--- config.mk ---
export PLATFORM = sky130hd
export DESIGN_NAME = dual_cal_top
export DESIGN_NICKNAME = d
export VERILOG_FILES = /design/src/hw/cal_pkg.sv /design/src/hw/dual_cal_top.sv /design/src/hw/stream_rr_arb.sv /design/src/hw/cal_regs.sv /design/src/hw/lin_scale.sv
export SDC_FILE = /design/constraint.sdc
export NUM_CORES = 1
export LEC_CHECK = 0
export ABC_AREA = 1
export BUFFER_PORTS_ARGS = -buffer_cell sky130_fd_sc_hd__buf_2
export CORE_AREA = 3 3 207 209
export CTS_CLUSTER_DIAMETER = 150
export CTS_CLUSTER_SIZE = 8
export DETAILED_ROUTE_END_ITERATION = 10
export DIE_AREA = 0 0 210 212
export GPL_ROUTABILITY_DRIVEN = 0
export PLACE_DENSITY = 0.77
export SLEW_MARGIN = 40
export SYNTH_ARGS = -nofsm -noshare
export SYNTH_HDL_FRONTEND = slang
export SYNTH_SLANG_ARGS = --single-unit
--- constraint.sdc ---
create_clock -name sti -period 8.3 [get_ports sti]
set_input_delay 0.415 -clock sti [delete_from_list [all_inputs] [get_ports sti]]
set_output_delay 0.415 -clock sti [all_outputs]
set_load 0.02 [all_outputs]
--- src/hw/cal_pkg.sv ---
package cal_pkg;

  ////////////////////////////////////////
  // widths
  ////////////////////////////////////////

  localparam int mul_w = 16;  // gain, signed, unity at 2**(mul_w-2)
  localparam int sum_w = 16;  // offset, signed
  localparam int out_w = 16;  // calibrated sample

  ////////////////////////////////////////
  // sample types
  ////////////////////////////////////////

  typedef logic signed [13:0]      smp_a_t;    // channel a adc word
  typedef logic signed [11:0]      smp_b_t;    // channel b adc word
  typedef logic signed [out_w-1:0] smp_out_t;  // after calibration

  // product is shifted by mul_w-2, so this is a gain of 1.0
  localparam logic signed [mul_w-1:0] gain_unity = 16'sd16384;

  ////////////////////////////////////////
  // register map
  ////////////////////////////////////////

  // all four codes in use
  localparam logic [1:0] addr_mul_a = 2'd0;
  localparam logic [1:0] addr_sum_a = 2'd1;
  localparam logic [1:0] addr_mul_b = 2'd2;
  localparam logic [1:0] addr_sum_b = 2'd3;

endpackage
--- src/hw/dual_cal_top.sv ---
`timescale 1ns/1ps

// two calibrated channels merged onto one tagged stream
module dual_cal_top import cal_pkg::*; (
  input  logic        sti,
  input  logic        rst,
  // channel a input
  input  smp_a_t      a_data,
  input  logic        a_last,
  input  logic        a_valid,
  output logic        a_ready,
  // channel b input
  input  smp_b_t      b_data,
  input  logic        b_last,
  input  logic        b_valid,
  output logic        b_ready,
  // register writes
  input  logic        cfg_we,
  input  logic [1:0]  cfg_addr,
  input  logic [15:0] cfg_wdata,
  // merged output
  output smp_out_t    out_data,
  output logic        out_chan,
  output logic        out_last,
  output logic        out_valid,
  input  logic        out_ready
);

  ////////////////////////////////////////
  // local signals
  ////////////////////////////////////////

  logic signed [mul_w-1:0] mul_a;
  logic signed [sum_w-1:0] sum_a;
  logic signed [mul_w-1:0] mul_b;
  logic signed [sum_w-1:0] sum_b;

  // calibrated streams into the arbiter
  smp_out_t ca_data;
  logic     ca_last;
  logic     ca_valid;
  logic     ca_ready;
  smp_out_t cb_data;
  logic     cb_last;
  logic     cb_valid;
  logic     cb_ready;

  ////////////////////////////////////////
  // calibration registers
  ////////////////////////////////////////

  cal_regs regs0 (
    .sti       (sti),
    .rst       (rst),
    .cfg_we    (cfg_we),
    .cfg_addr  (cfg_addr),
    .cfg_wdata (cfg_wdata),
    .mul_a     (mul_a),
    .sum_a     (sum_a),
    .mul_b     (mul_b),
    .sum_b     (sum_b)
  );

  ////////////////////////////////////////
  // per channel scaling
  ////////////////////////////////////////

  lin_scale #(.din_t (smp_a_t)) scale_a (  // 14-bit channel
    .sti       (sti),
    .rst       (rst),
    .in_data   (a_data),
    .in_last   (a_last),
    .in_valid  (a_valid),
    .in_ready  (a_ready),
    .mul       (mul_a),
    .sum       (sum_a),
    .out_data  (ca_data),
    .out_last  (ca_last),
    .out_valid (ca_valid),
    .out_ready (ca_ready)
  );

  lin_scale #(.din_t (smp_b_t)) scale_b (  // 12-bit channel
    .sti       (sti),
    .rst       (rst),
    .in_data   (b_data),
    .in_last   (b_last),
    .in_valid  (b_valid),
    .in_ready  (b_ready),
    .mul       (mul_b),
    .sum       (sum_b),
    .out_data  (cb_data),
    .out_last  (cb_last),
    .out_valid (cb_valid),
    .out_ready (cb_ready)
  );

  ////////////////////////////////////////
  // merge
  ////////////////////////////////////////

  stream_rr_arb arb0 (
    .sti       (sti),
    .rst       (rst),
    .a_data    (ca_data),
    .a_last    (ca_last),
    .a_valid   (ca_valid),
    .a_ready   (ca_ready),
    .b_data    (cb_data),
    .b_last    (cb_last),
    .b_valid   (cb_valid),
    .b_ready   (cb_ready),
    .out_data  (out_data),
    .out_chan  (out_chan),
    .out_last  (out_last),
    .out_valid (out_valid),
    .out_ready (out_ready)
  );

endmodule

--- src/hw/stream_rr_arb.sv ---
`timescale 1ns/1ps

// two streams onto one, whole packets, round robin
module stream_rr_arb import cal_pkg::*; (
  input  logic     sti,
  input  logic     rst,
  // channel a
  input  smp_out_t a_data,
  input  logic     a_last,
  input  logic     a_valid,
  output logic     a_ready,
  // channel b
  input  smp_out_t b_data,
  input  logic     b_last,
  input  logic     b_valid,
  output logic     b_ready,
  // merged stream
  output smp_out_t out_data,
  output logic     out_chan,  // 0 a, 1 b
  output logic     out_last,
  output logic     out_valid,
  input  logic     out_ready
);

  ////////////////////////////////////////
  // local signals
  ////////////////////////////////////////

  logic gnt;       // owner, 0 a, 1 b
  logic busy;      // packet open on gnt
  logic sel;       // channel served this cycle
  logic sel_vld;   // valid of sel
  logic oth_vld;   // valid of the channel not selected
  logic sel_last;
  logic take;      // output register can load
  logic acc;       // word accepted from sel

  ////////////////////////////////////////
  // selection
  ////////////////////////////////////////

  always_comb begin
    if (busy) begin
      sel = gnt;  // never split a packet
    end else if (gnt) begin
      sel = b_valid | ~a_valid;  // idle owner yields
    end else begin
      sel = b_valid & ~a_valid;
    end
  end

  assign sel_vld  = sel ? b_valid : a_valid;
  assign oth_vld  = sel ? a_valid : b_valid;
  assign sel_last = sel ? b_last : a_last;

  assign take    = out_ready | ~out_valid;
  assign a_ready = take & ~sel;
  assign b_ready = take & sel;
  assign acc     = take & sel_vld;

  ////////////////////////////////////////
  // grant
  ////////////////////////////////////////

  always_ff @(posedge sti) begin
    if (rst) begin
      gnt  <= 1'b0;
      busy <= 1'b0;
    end else if (acc) begin
      if (sel_last) begin
        busy <= 1'b0;
        gnt  <= oth_vld ? ~sel : sel;  // other side first if waiting
      end else begin
        busy <= 1'b1;
        gnt  <= sel;
      end
    end
  end

  ////////////////////////////////////////
  // output register
  ////////////////////////////////////////

  always_ff @(posedge sti) begin
    if (rst) begin
      out_valid <= 1'b0;
    end else if (take) begin
      out_valid <= sel_vld;
    end
  end

  always_ff @(posedge sti) begin
    if (acc) begin
      out_data <= sel ? b_data : a_data;
      out_chan <= sel;       // tag travels with the word
      out_last <= sel_last;
    end
  end

endmodule

--- src/hw/cal_regs.sv ---
`timescale 1ns/1ps

// gain and offset for both channels, write only
module cal_regs import cal_pkg::*; (
  input  logic                    sti,
  input  logic                    rst,
  // write port
  input  logic                    cfg_we,
  input  logic [1:0]              cfg_addr,
  input  logic [15:0]             cfg_wdata,
  // calibration words
  output logic signed [mul_w-1:0] mul_a,
  output logic signed [sum_w-1:0] sum_a,
  output logic signed [mul_w-1:0] mul_b,
  output logic signed [sum_w-1:0] sum_b
);

  ////////////////////////////////////////
  // address decode
  ////////////////////////////////////////

  logic wr_mul_a;
  logic wr_sum_a;
  logic wr_mul_b;
  logic wr_sum_b;

  always_comb begin
    wr_mul_a = 1'b0;
    wr_sum_a = 1'b0;
    wr_mul_b = 1'b0;
    wr_sum_b = 1'b0;
    if (cfg_we) begin
      case (cfg_addr)  // full 2-bit map
        addr_mul_a: wr_mul_a = 1'b1;
        addr_sum_a: wr_sum_a = 1'b1;
        addr_mul_b: wr_mul_b = 1'b1;
        addr_sum_b: wr_sum_b = 1'b1;
      endcase
    end
  end

  ////////////////////////////////////////
  // registers
  ////////////////////////////////////////

  // reset gives a pass-through calibration
  always_ff @(posedge sti) begin
    if (rst) begin
      mul_a <= gain_unity;
      sum_a <= '0;
      mul_b <= gain_unity;
      sum_b <= '0;
    end else begin
      if (wr_mul_a) begin
        mul_a <= cfg_wdata;
      end
      if (wr_sum_a) begin
        sum_a <= cfg_wdata;
      end
      if (wr_mul_b) begin
        mul_b <= cfg_wdata;
      end
      if (wr_sum_b) begin
        sum_b <= cfg_wdata;
      end
    end
  end

endmodule

--- src/hw/lin_scale.sv ---
`timescale 1ns/1ps

// out = sat((x * mul) >>> (mul_w-2) + sum), three register stages
module lin_scale import cal_pkg::*; #(
  parameter type din_t = smp_a_t  // signed input sample of any width
) (
  input  logic                    sti,
  input  logic                    rst,
  // input stream
  input  din_t                    in_data,
  input  logic                    in_last,
  input  logic                    in_valid,
  output logic                    in_ready,
  // calibration words
  input  logic signed [mul_w-1:0] mul,
  input  logic signed [sum_w-1:0] sum,
  // output stream
  output smp_out_t                out_data,
  output logic                    out_last,
  output logic                    out_valid,
  input  logic                    out_ready
);

  ////////////////////////////////////////
  // local signals
  ////////////////////////////////////////

  logic live;  // low in reset, keeps in_ready down

  // multiply stage
  logic signed [$bits(din_t)+mul_w-1:0] mul_q;
  logic                                 mul_last;
  logic                                 mul_vld;
  logic                                 mul_ld;

  // shifted product, no register
  logic signed [$bits(din_t)+mul_w-1:0] shf;

  // offset stage, one guard bit over the product
  logic signed [$bits(din_t)+mul_w:0]   sum_q;
  logic                                 sum_last;
  logic                                 sum_vld;
  logic                                 sum_ld;

  // saturation stage
  logic                                 sat_ld;
  logic                                 sat_ok;  // sum fits in out_w bits

  ////////////////////////////////////////
  // handshake chain
  ////////////////////////////////////////

  // a stage loads when empty or when its word leaves
  assign sat_ld   = out_ready | ~out_valid;
  assign sum_ld   = sat_ld | ~sum_vld;
  assign mul_ld   = sum_ld | ~mul_vld;
  assign in_ready = mul_ld & live;

  always_ff @(posedge sti) begin
    if (rst) begin
      live <= 1'b0;
    end else begin
      live <= 1'b1;
    end
  end

  ////////////////////////////////////////
  // multiply
  ////////////////////////////////////////

  always_ff @(posedge sti) begin
    if (rst) begin
      mul_vld <= 1'b0;
    end else if (mul_ld) begin
      mul_vld <= in_valid & live;
    end
  end

  always_ff @(posedge sti) begin
    if (in_valid && in_ready) begin
      mul_q    <= in_data * mul;  // full signed product
      mul_last <= in_last;
    end
  end

  ////////////////////////////////////////
  // shift and offset
  ////////////////////////////////////////

  // arithmetic shift, rounds toward minus infinity
  assign shf = mul_q >>> (mul_w - 2);

  always_ff @(posedge sti) begin
    if (rst) begin
      sum_vld <= 1'b0;
    end else if (sum_ld) begin
      sum_vld <= mul_vld;
    end
  end

  always_ff @(posedge sti) begin
    if (mul_vld && sum_ld) begin
      sum_q    <= shf + sum;  // no overflow with guard bit
      sum_last <= mul_last;
    end
  end

  ////////////////////////////////////////
  // saturation
  ////////////////////////////////////////

  // in range when every bit above the out_w sign matches it
  assign sat_ok = (&sum_q[$bits(din_t)+mul_w:out_w-1])
                | ~(|sum_q[$bits(din_t)+mul_w:out_w-1]);

  always_ff @(posedge sti) begin
    if (rst) begin
      out_valid <= 1'b0;
    end else if (sat_ld) begin
      out_valid <= sum_vld;
    end
  end

  always_ff @(posedge sti) begin
    if (sum_vld && sat_ld) begin
      if (sat_ok) begin
        out_data <= sum_q[out_w-1:0];
      end else begin
        // rail picked by the true sign
        out_data <= {sum_q[$bits(din_t)+mul_w], {(out_w-1){~sum_q[$bits(din_t)+mul_w]}}};
      end
      out_last <= sum_last;
    end
  end

endmodule

==> results.py, run 1 <==
metrics = {
    "sta": {
        "rsz0062_at_grt": "false",
        "fin_crit_sh_pct": 74.6,
        "clock_skew_ps": 17.4,
        "relSlewSlack_pct": 40.0,
        "fin_tns_setup_ps": 0,
        "finalHoldViolations": 0,
        "setup_ws_ps": 2100,
        "max_freq_mhz": 161,
        "worst_pin_slew_ps": 898,
        "setup_viol": 0,
        "layout_min_cycle_time_ps": 6200,
        "final_max_slew_viol_count": 0,
    },
    "clocking": {
        "post_cts_resized": 0,
        "clock_sinks": 194,
        "cts.path.max_buffers": 2,
        "htree_num_levels": 4,
        "insertion_delay_ps": 440,
        "clkTransAtPathRegs_ps": 70,
        "cts_hold_buf": 0,
        "tritoncts": "yes",
        "post_cts_buffers": 0,
        "cts_made_buffers": 17,
        "cts_root_buf": "clkbuf_16",
    },
    "global_route": {
        "busiest_layer": "met2",
        "grt-ovfl-total": 0,
        "grtUsageTotal_pct": 26.7,
        "antenna_found_initial": 0,
        "grtUsageMet3_pct": 3.59,
        "grt_pass1_vias": 20527,
        "grt_max_degree": 51,
        "met1_usage_pct": 34.7,
        "grt.met2_usage_pct": 46.6,
        "grt_pass1_wl_um": 96900,
    },
    "finish": {
        "diodes": 0,
        "final_core_util_pct": 63.0,
        "seq_area_mm2": 0.00509,
        "finalNonFillerCells": 3617,
        "reg_top3": "scale_a.sum_q: 17 flops, scale_b.sum_q: 17 flops",
        "fillers": 3425,
        "multi_input_area_mm2": 0.0163,
        "nets": 3680,
        "layout-drive-gt1-share_pct": 5.32,
        "area_delta_synth_final_pct": 4.93,
    },
    "power_and_ir_drop": {
        "switchingPower_mw": 2.74,
        "combPwrFrac_pct": 62.5,
        "seq_power_share_pct": 24.0,
        "power.total_mw": 5.75,
        "peakVddDrop_uv": 168,
        "power_density_mw_per_mm2": 223,
        "power.leakage_nw": 14.0,
        "clock_power_share_pct": 13.6,
        "power.share.switching_pct": 47.7,
        "p_int_mw": 3.00,
    },
    "worst_setup_path": {
        "cp_max_fo": 15,
        "worstRegToRegCells": 20,
        "worstSetupEndpointType": "register",
        "crit_required_ps": 8490,
        "reg2reg_to": "scale_a.mul_q[29]",
        "reg2reg_setup_slack_ps": 2100,
        "r2r_start": "regs0.mul_a[15]",
        "path_class": "reg2reg",
        "worstPathArrival_ps": 6380,
        "start_kind": "register",
    },
    "hold_path": {
        "worstHoldPathType": "in2reg",
        "min_path_cells": 1,
        "min_to": "scale_b.mul_last",
        "min_from": "b_last",
    },
    "floorplanning": {
        "rows": 74,
        "fp.dieW_um": 210,
        "start_util_pct": 60.0,
        "pin_count": 73,
        "die_h_um": 212,
        "die-area_mm2": 0.0445,
        "core_mm2": 0.0410,
    },
    "synth": {
        "synth_top_area_share_pct": 32.2,
        "synth_area_leaders": "fa_1 (32%), edfxtp_1 (15%), nand2_1 (13%)",
        "synth_top_family_by_area": "adder cells",
        "synth_area_per_cell_um2": 7.99,
        "synth_fp_nets": 3690,
        "synthAdderAreaFrac_pct": 40.3,
        "yosysWarnings": 0,
        "synth_mux_area_share_pct": 0,
        "ys_seq_area_share_pct": 20.7,
        "netlist_area_mm2": 0.0246,
        "synth_xor_area_share_pct": 1.57,
        "synth-compound-area-share_pct": 4.95,
        "yosysTopAreaCell": "fa_1",
        "synth-seq-cells": 194,
        "synth_cell_type_count": 37,
        "synthSimpleGateAreaFrac_pct": 19.4,
        "synthCells": 3082,
    },
    "run_status": {
        "status": "finished clean",
    },
    "placed_design": {
        "dp_slack_ps": 2140,
        "dp.cells": 3585,
        "dp_hpwl_um": 46300,
        "port_buffers": 72,
    },
    "job": {
        "timing.max_cap.violations": 0,
    },
    "route": {
        "drtPass1Iterations": 7,
        "vias": 19221,
        "drc_errors": 0,
        "viasPerCell": 5.31,
        "drt_iter0_drc": 1454,
        "antenna_left": 0,
        "wl_per_cell_um": 15.7,
        "wl_um": 56900,
    },
}
==> power groups by stage <==
stage | clock, mW | sequential [mW] | combinational (mW)
6_report | 0.780 | 1.38 | 3.59
5_1_grt | 0.832 | 1.39 | 4.14
4_1_cts | 0.791 | 1.38 | 3.55
3_5_place_dp | 0 | 1.40 | 3.53
3_3_place_gp | 0 | 1.39 | 3.43
2_1_floorplan | 0 | 1.34 | 2.71
==> cells in the final DEF (no fill, tap or decap), drive strengths merged, types with 83 or more instances in the layout <==
| master | instances |
|---|---|
| o21ai | 99 |
| ha | 160 |
| inv | 754 |
| nand2 | 853 |
| nand3 | 83 |
| a21oi | 118 |
| nor2 | 206 |
| edfxtp | 120 |
| fa | 396 |
==> synth_stat cells <==
cell type / instances
nand3_1: 83
ha_1: 160
buf_4: 1
nor3_1: 11
o21ai_2: 2
o21ai_1: 16
o21ai_0: 81
o31ai_1: 2
xnor2_1: 10
nor3_2: 1
nand2_2: 6
a21oi_2: 1
nand4_1: 10
o21a_1: 2
a21oi_1: 117
inv_2: 22
nor4_1: 1
buf_2: 4
edfxtp_1: 120
o21bai_1: 10
nor2_2: 5
clkbuf_1: 96
xor2_1: 34
nor3b_2: 1
buf_1: 2
inv_1: 729
nor2_1: 201
fa_1: 396
nand3b_1: 6
a21o_1: 2
or2_1: 2
and2_1: 2
dfxtp_1: 74
and3_1: 2
nand2_1: 847
or2_2: 20
clkinv_1: 3
==> layout make-up <==
class                   instances  share of cell area [%]
clock buffers                  20                    1.77
inverters                     754                    11.0
clock inverters                12                   0.412
flip-flops and latches        194                    19.7
well taps                     532                    2.58
repair buffers                 74                    1.45
multi-input cells            2031                    63.1
==> kinds of logic (layout without fill, tap and decap cells) <==
| group | Yosys count | count (layout) |
|---|---|---|
| buffers and inverters | 857 | 860 |
| adder cells (fa/ha/maj) | 556 | 556 |
| XOR/XNOR | 44 | 44 |
| flip-flops | 194 | 194 |
| AND/OR/NAND/NOR | 1198 | 1198 |
| AO/OA/AOI/OAI | 233 | 233 |
==> worst max-delay path by stage <==
stage	start	to	cells past startpoint
6_report	regs0.mul_a[15]	scale_a.mul_q[29]	20
5_1_grt	regs0.mul_a[15]	scale_a.mul_q[29]	20
4_1_cts	regs0.mul_a[15]	scale_a.mul_q[29]	20
3_5_place_dp	a_data[2]	scale_a.mul_q[29]	21
3_3_place_gp	a_data[2]	scale_a.mul_q[29]	21
2_1_floorplan	a_data[3]	scale_a.mul_q[29]	22
==> metal layers <==
metal  routed length [um]  part of all wire [%]
met1                22600                    40
met4                 1990                   3.5
met5                    0                     0
met3                 4590                   8.1
met2                27700                    49
==> critical path: stages (launching register included) <==
cell	delay [ps]
dfxtp_1	680
nand2_1	260
fa_1	580
inv_1	80
fa_1	720
inv_1	170
fa_1	500
fa_1	480
fa_1	450
fa_1	560
inv_1	40
ha_1	380
nand2_1	130
nor2_1	140
inv_1	80
nor3_1	220
nand2_1	100
a21oi_1	220
nor2_1	70
nand2_1	60
nand2_1	40
==> through the flow <==
stage / cell area [um^2] / hold WS, ps
3_3_place_gp: 25300 / 407
2_1_floorplan: 24600 / 400
5_1_grt: 25800 / 149
4_1_cts: 25800 / 153
3_5_place_dp: 25300 / 411
6_report: 25800 / 158
Note: power is estimated with default switching activity, not from simulation.
==> inputs of run 2 (changes only) <==
CORE_AREA = 3 3 209 211   (was 3 3 207 209)
DIE_AREA = 0 0 212 214   (was 0 0 210 212)
PLACE_DENSITY = 0.78   (was 0.77)
clock period = 5.23 ns   (was 8.3 ns; I/O delays follow)
==> run 2 against run 1 <==
The flow now finishes with violations (negative setup slack). Clock skew decreased by 2.4 ps. Critical path depth increased by 5. Die area increased by 1.9%. Worst hold slack got worse by 69 ps. Routed wire length increased by 6.8%. Largest cell class unchanged. Largest power group unchanged.
==> results.py, run 2 (synthesis gave the netlist of run 1 again) <==
metrics = {
    "sta": {
        "relSlewSlack_pct": 47.8,
        "fin_tns_setup_ps": -749,
        "max_freq_mhz": 187,
        "rsz0062_at_grt": "true",
        "layout_min_cycle_time_ps": 5340,
        "fin_crit_sh_pct": 102,
        "worst_pin_slew_ps": 782,
        "hold_slack_ps": 89.8,
        "finalHoldViolations": 0,
        "final_max_slew_viol_count": 0,
        "setup_viol": 12,
        "setup_ws_ps": -114,
        "clock_skew_ps": 15.0,
    },
    "power_and_ir_drop": {
        "clock_power_share_pct": 12.1,
        "seq_power_share_pct": 19.3,
        "peakVddDrop_uv": 451,
        "power.leakage_nw": 14.9,
        "power.share.switching_pct": 46.3,
        "p_int_mw": 6.00,
        "combPwrFrac_pct": 68.6,
        "switchingPower_mw": 5.17,
        "power_density_mw_per_mm2": 400,
    },
    "finish": {
        "postLayoutCellArea_mm2": 0.0280,
        "layout-drive-gt1-share_pct": 14.7,
        "nets": 3841,
        "area_delta_synth_final_pct": 13.6,
        "diodes": 0,
        "reg_top3": "scale_a.sum_q: 17 flops, scale_b.sum_q: 17 flops",
        "final_cell_mix": "nand2_1 (816), inv_1 (702), fa_1 (382)",
        "finalNonFillerCells": 3785,
        "final_common_cell": "nand2_1",
    },
    "global_route": {
        "grtUsageTotal_pct": 27.3,
        "antenna_found_initial": 0,
        "grt_pass1_wl_um": 101000,
        "grt-ovfl-total": 0,
        "grt_pass1_vias": 21647,
        "grt_max_degree": 53,
    },
    "job": {
        "timing.max_cap.violations": 0,
    },
    "floorplanning": {
        "rows": 75,
        "pin_count": 73,
        "core_mm2": 0.0419,
        "fp.dieW_um": 212,
        "die_h_um": 214,
        "start_util_pct": 58.7,
        "die-area_mm2": 0.0454,
    },
    "placed_design": {
        "place_area_mm2": 0.0265,
        "dp.cells": 3727,
        "port_buffers": 72,
        "dp_hpwl_um": 48700,
        "dp_slack_ps": -379,
    },
    "clocking": {
        "clkTransAtPathRegs_ps": 70,
        "cts_made_buffers": 17,
        "cts.path.max_buffers": 2,
        "clock_sinks": 194,
        "insertion_delay_ps": 440,
        "htree_num_levels": 4,
        "cts_root_buf": "clkbuf_16",
        "tritoncts": "yes",
    },
    "worst_setup_path": {
        "crit_family": "adder cells",
        "slowest_delay_ps": 570,
        "cp_max_fo": 7,
        "worstPathArrival_ps": 5530,
        "cp_num_buf_inv": 8,
        "path_class": "reg2reg",
        "start_kind": "register",
        "crit_required_ps": 5410,
        "worstSetupEndpointType": "register",
        "crit_top_cell": "fa_1",
        "slowest_stage": "fa_1",
    },
    "route": {
        "drt_iter0_drc": 1470,
        "vias": 20213,
        "antenna_left": 0,
        "wl_per_cell_um": 16.1,
        "wl_um": 60800,
        "drtPass1Iterations": 9,
        "viasPerCell": 5.34,
        "drc_errors": 0,
    },
    "run_status": {
        "status": "finished, violations left",
        "violations": "negative setup slack",
    },
    "hold_path": {
        "worstHoldPathType": "in2reg",
    },
}
==> run 2: changes by cell type in the layout (fill, tap and decap cells not counted), sizes merged <==
cell         before  now
clkinvlp          2    1
clkinv            9    7
inv             754  756
dlygate4sd3       0    2
buf              74  233
bufinv            1    2
==> run 2: layer usage <==
layer,up-vias,GRT usage [%],part of all wire (%)
met5,-,0,0
li1,9404,-,-
met2,846,47.8,50
met4,0,11.0,4.4
met3,212,4.31,7.0
met1,9751,33.8,39
==> run 2: cell type report <==
type | instances | area, um^2
well taps | 539 | 674
fillers | 3137 | 14000
inverters | 754 | 2840
clock inverters | 12 | 169
multi-input cells | 2031 | 16900
clock buffers | 20 | 447
flip-flops and latches | 194 | 5130
repair buffers | 235 | 1780
==> run 2: path summary, 6_finish.rpt <==
kind | start | end | slack (ps) | cells after the start
max | regs0.mul_a[9] | scale_a.mul_q[19] | -110 | 25
min | a_valid | scale_a.mul_vld | 90 | 3
max reg2reg | regs0.mul_a[9] | scale_a.mul_q[19] | -110 | 25
min reg2reg | scale_b.sum_last | scale_b.out_last | 420 | 0
==> run 2: worst reg2reg max path, delay by kind of cell, from the launching register on <==
kind                     cells  cell delay [ps]
buffers and inverters        8              570
AND/OR/NAND/NOR              9              830
adder cells (fa/ha/maj)      7             3320
flip-flops                   1              330
AO/OA/AOI/OAI                1               60
==> run 2: power by group through the flow <==
stage	logic [mW]	registers, mW	clock network [mW]
detailed placement	6.46	2.18	0
global route	8.54	2.17	1.43
floorplan	4.41	2.12	0
finish	7.67	2.15	1.35
CTS	6.90	2.15	1.37
global placement	6.24	2.18	0
==> run 2: repair_timing <==
item                       4_1_cts  5_1_grt
pin swaps                       28       44
hold buffers                     2        0
setup endpoints to repair       16       28
setup buffers                   11       13
resized for setup               83      113
hold endpoints to repair         2        0
==> run 2: stage by stage <==
stage          power [mW]  utilization, %
3_3_place_gp         8.42            63.2
6_report             11.2            66.7
4_1_cts              10.4            65.6
2_1_floorplan        6.53               -
3_5_place_dp         8.64            63.2
5_1_grt              12.1            66.7
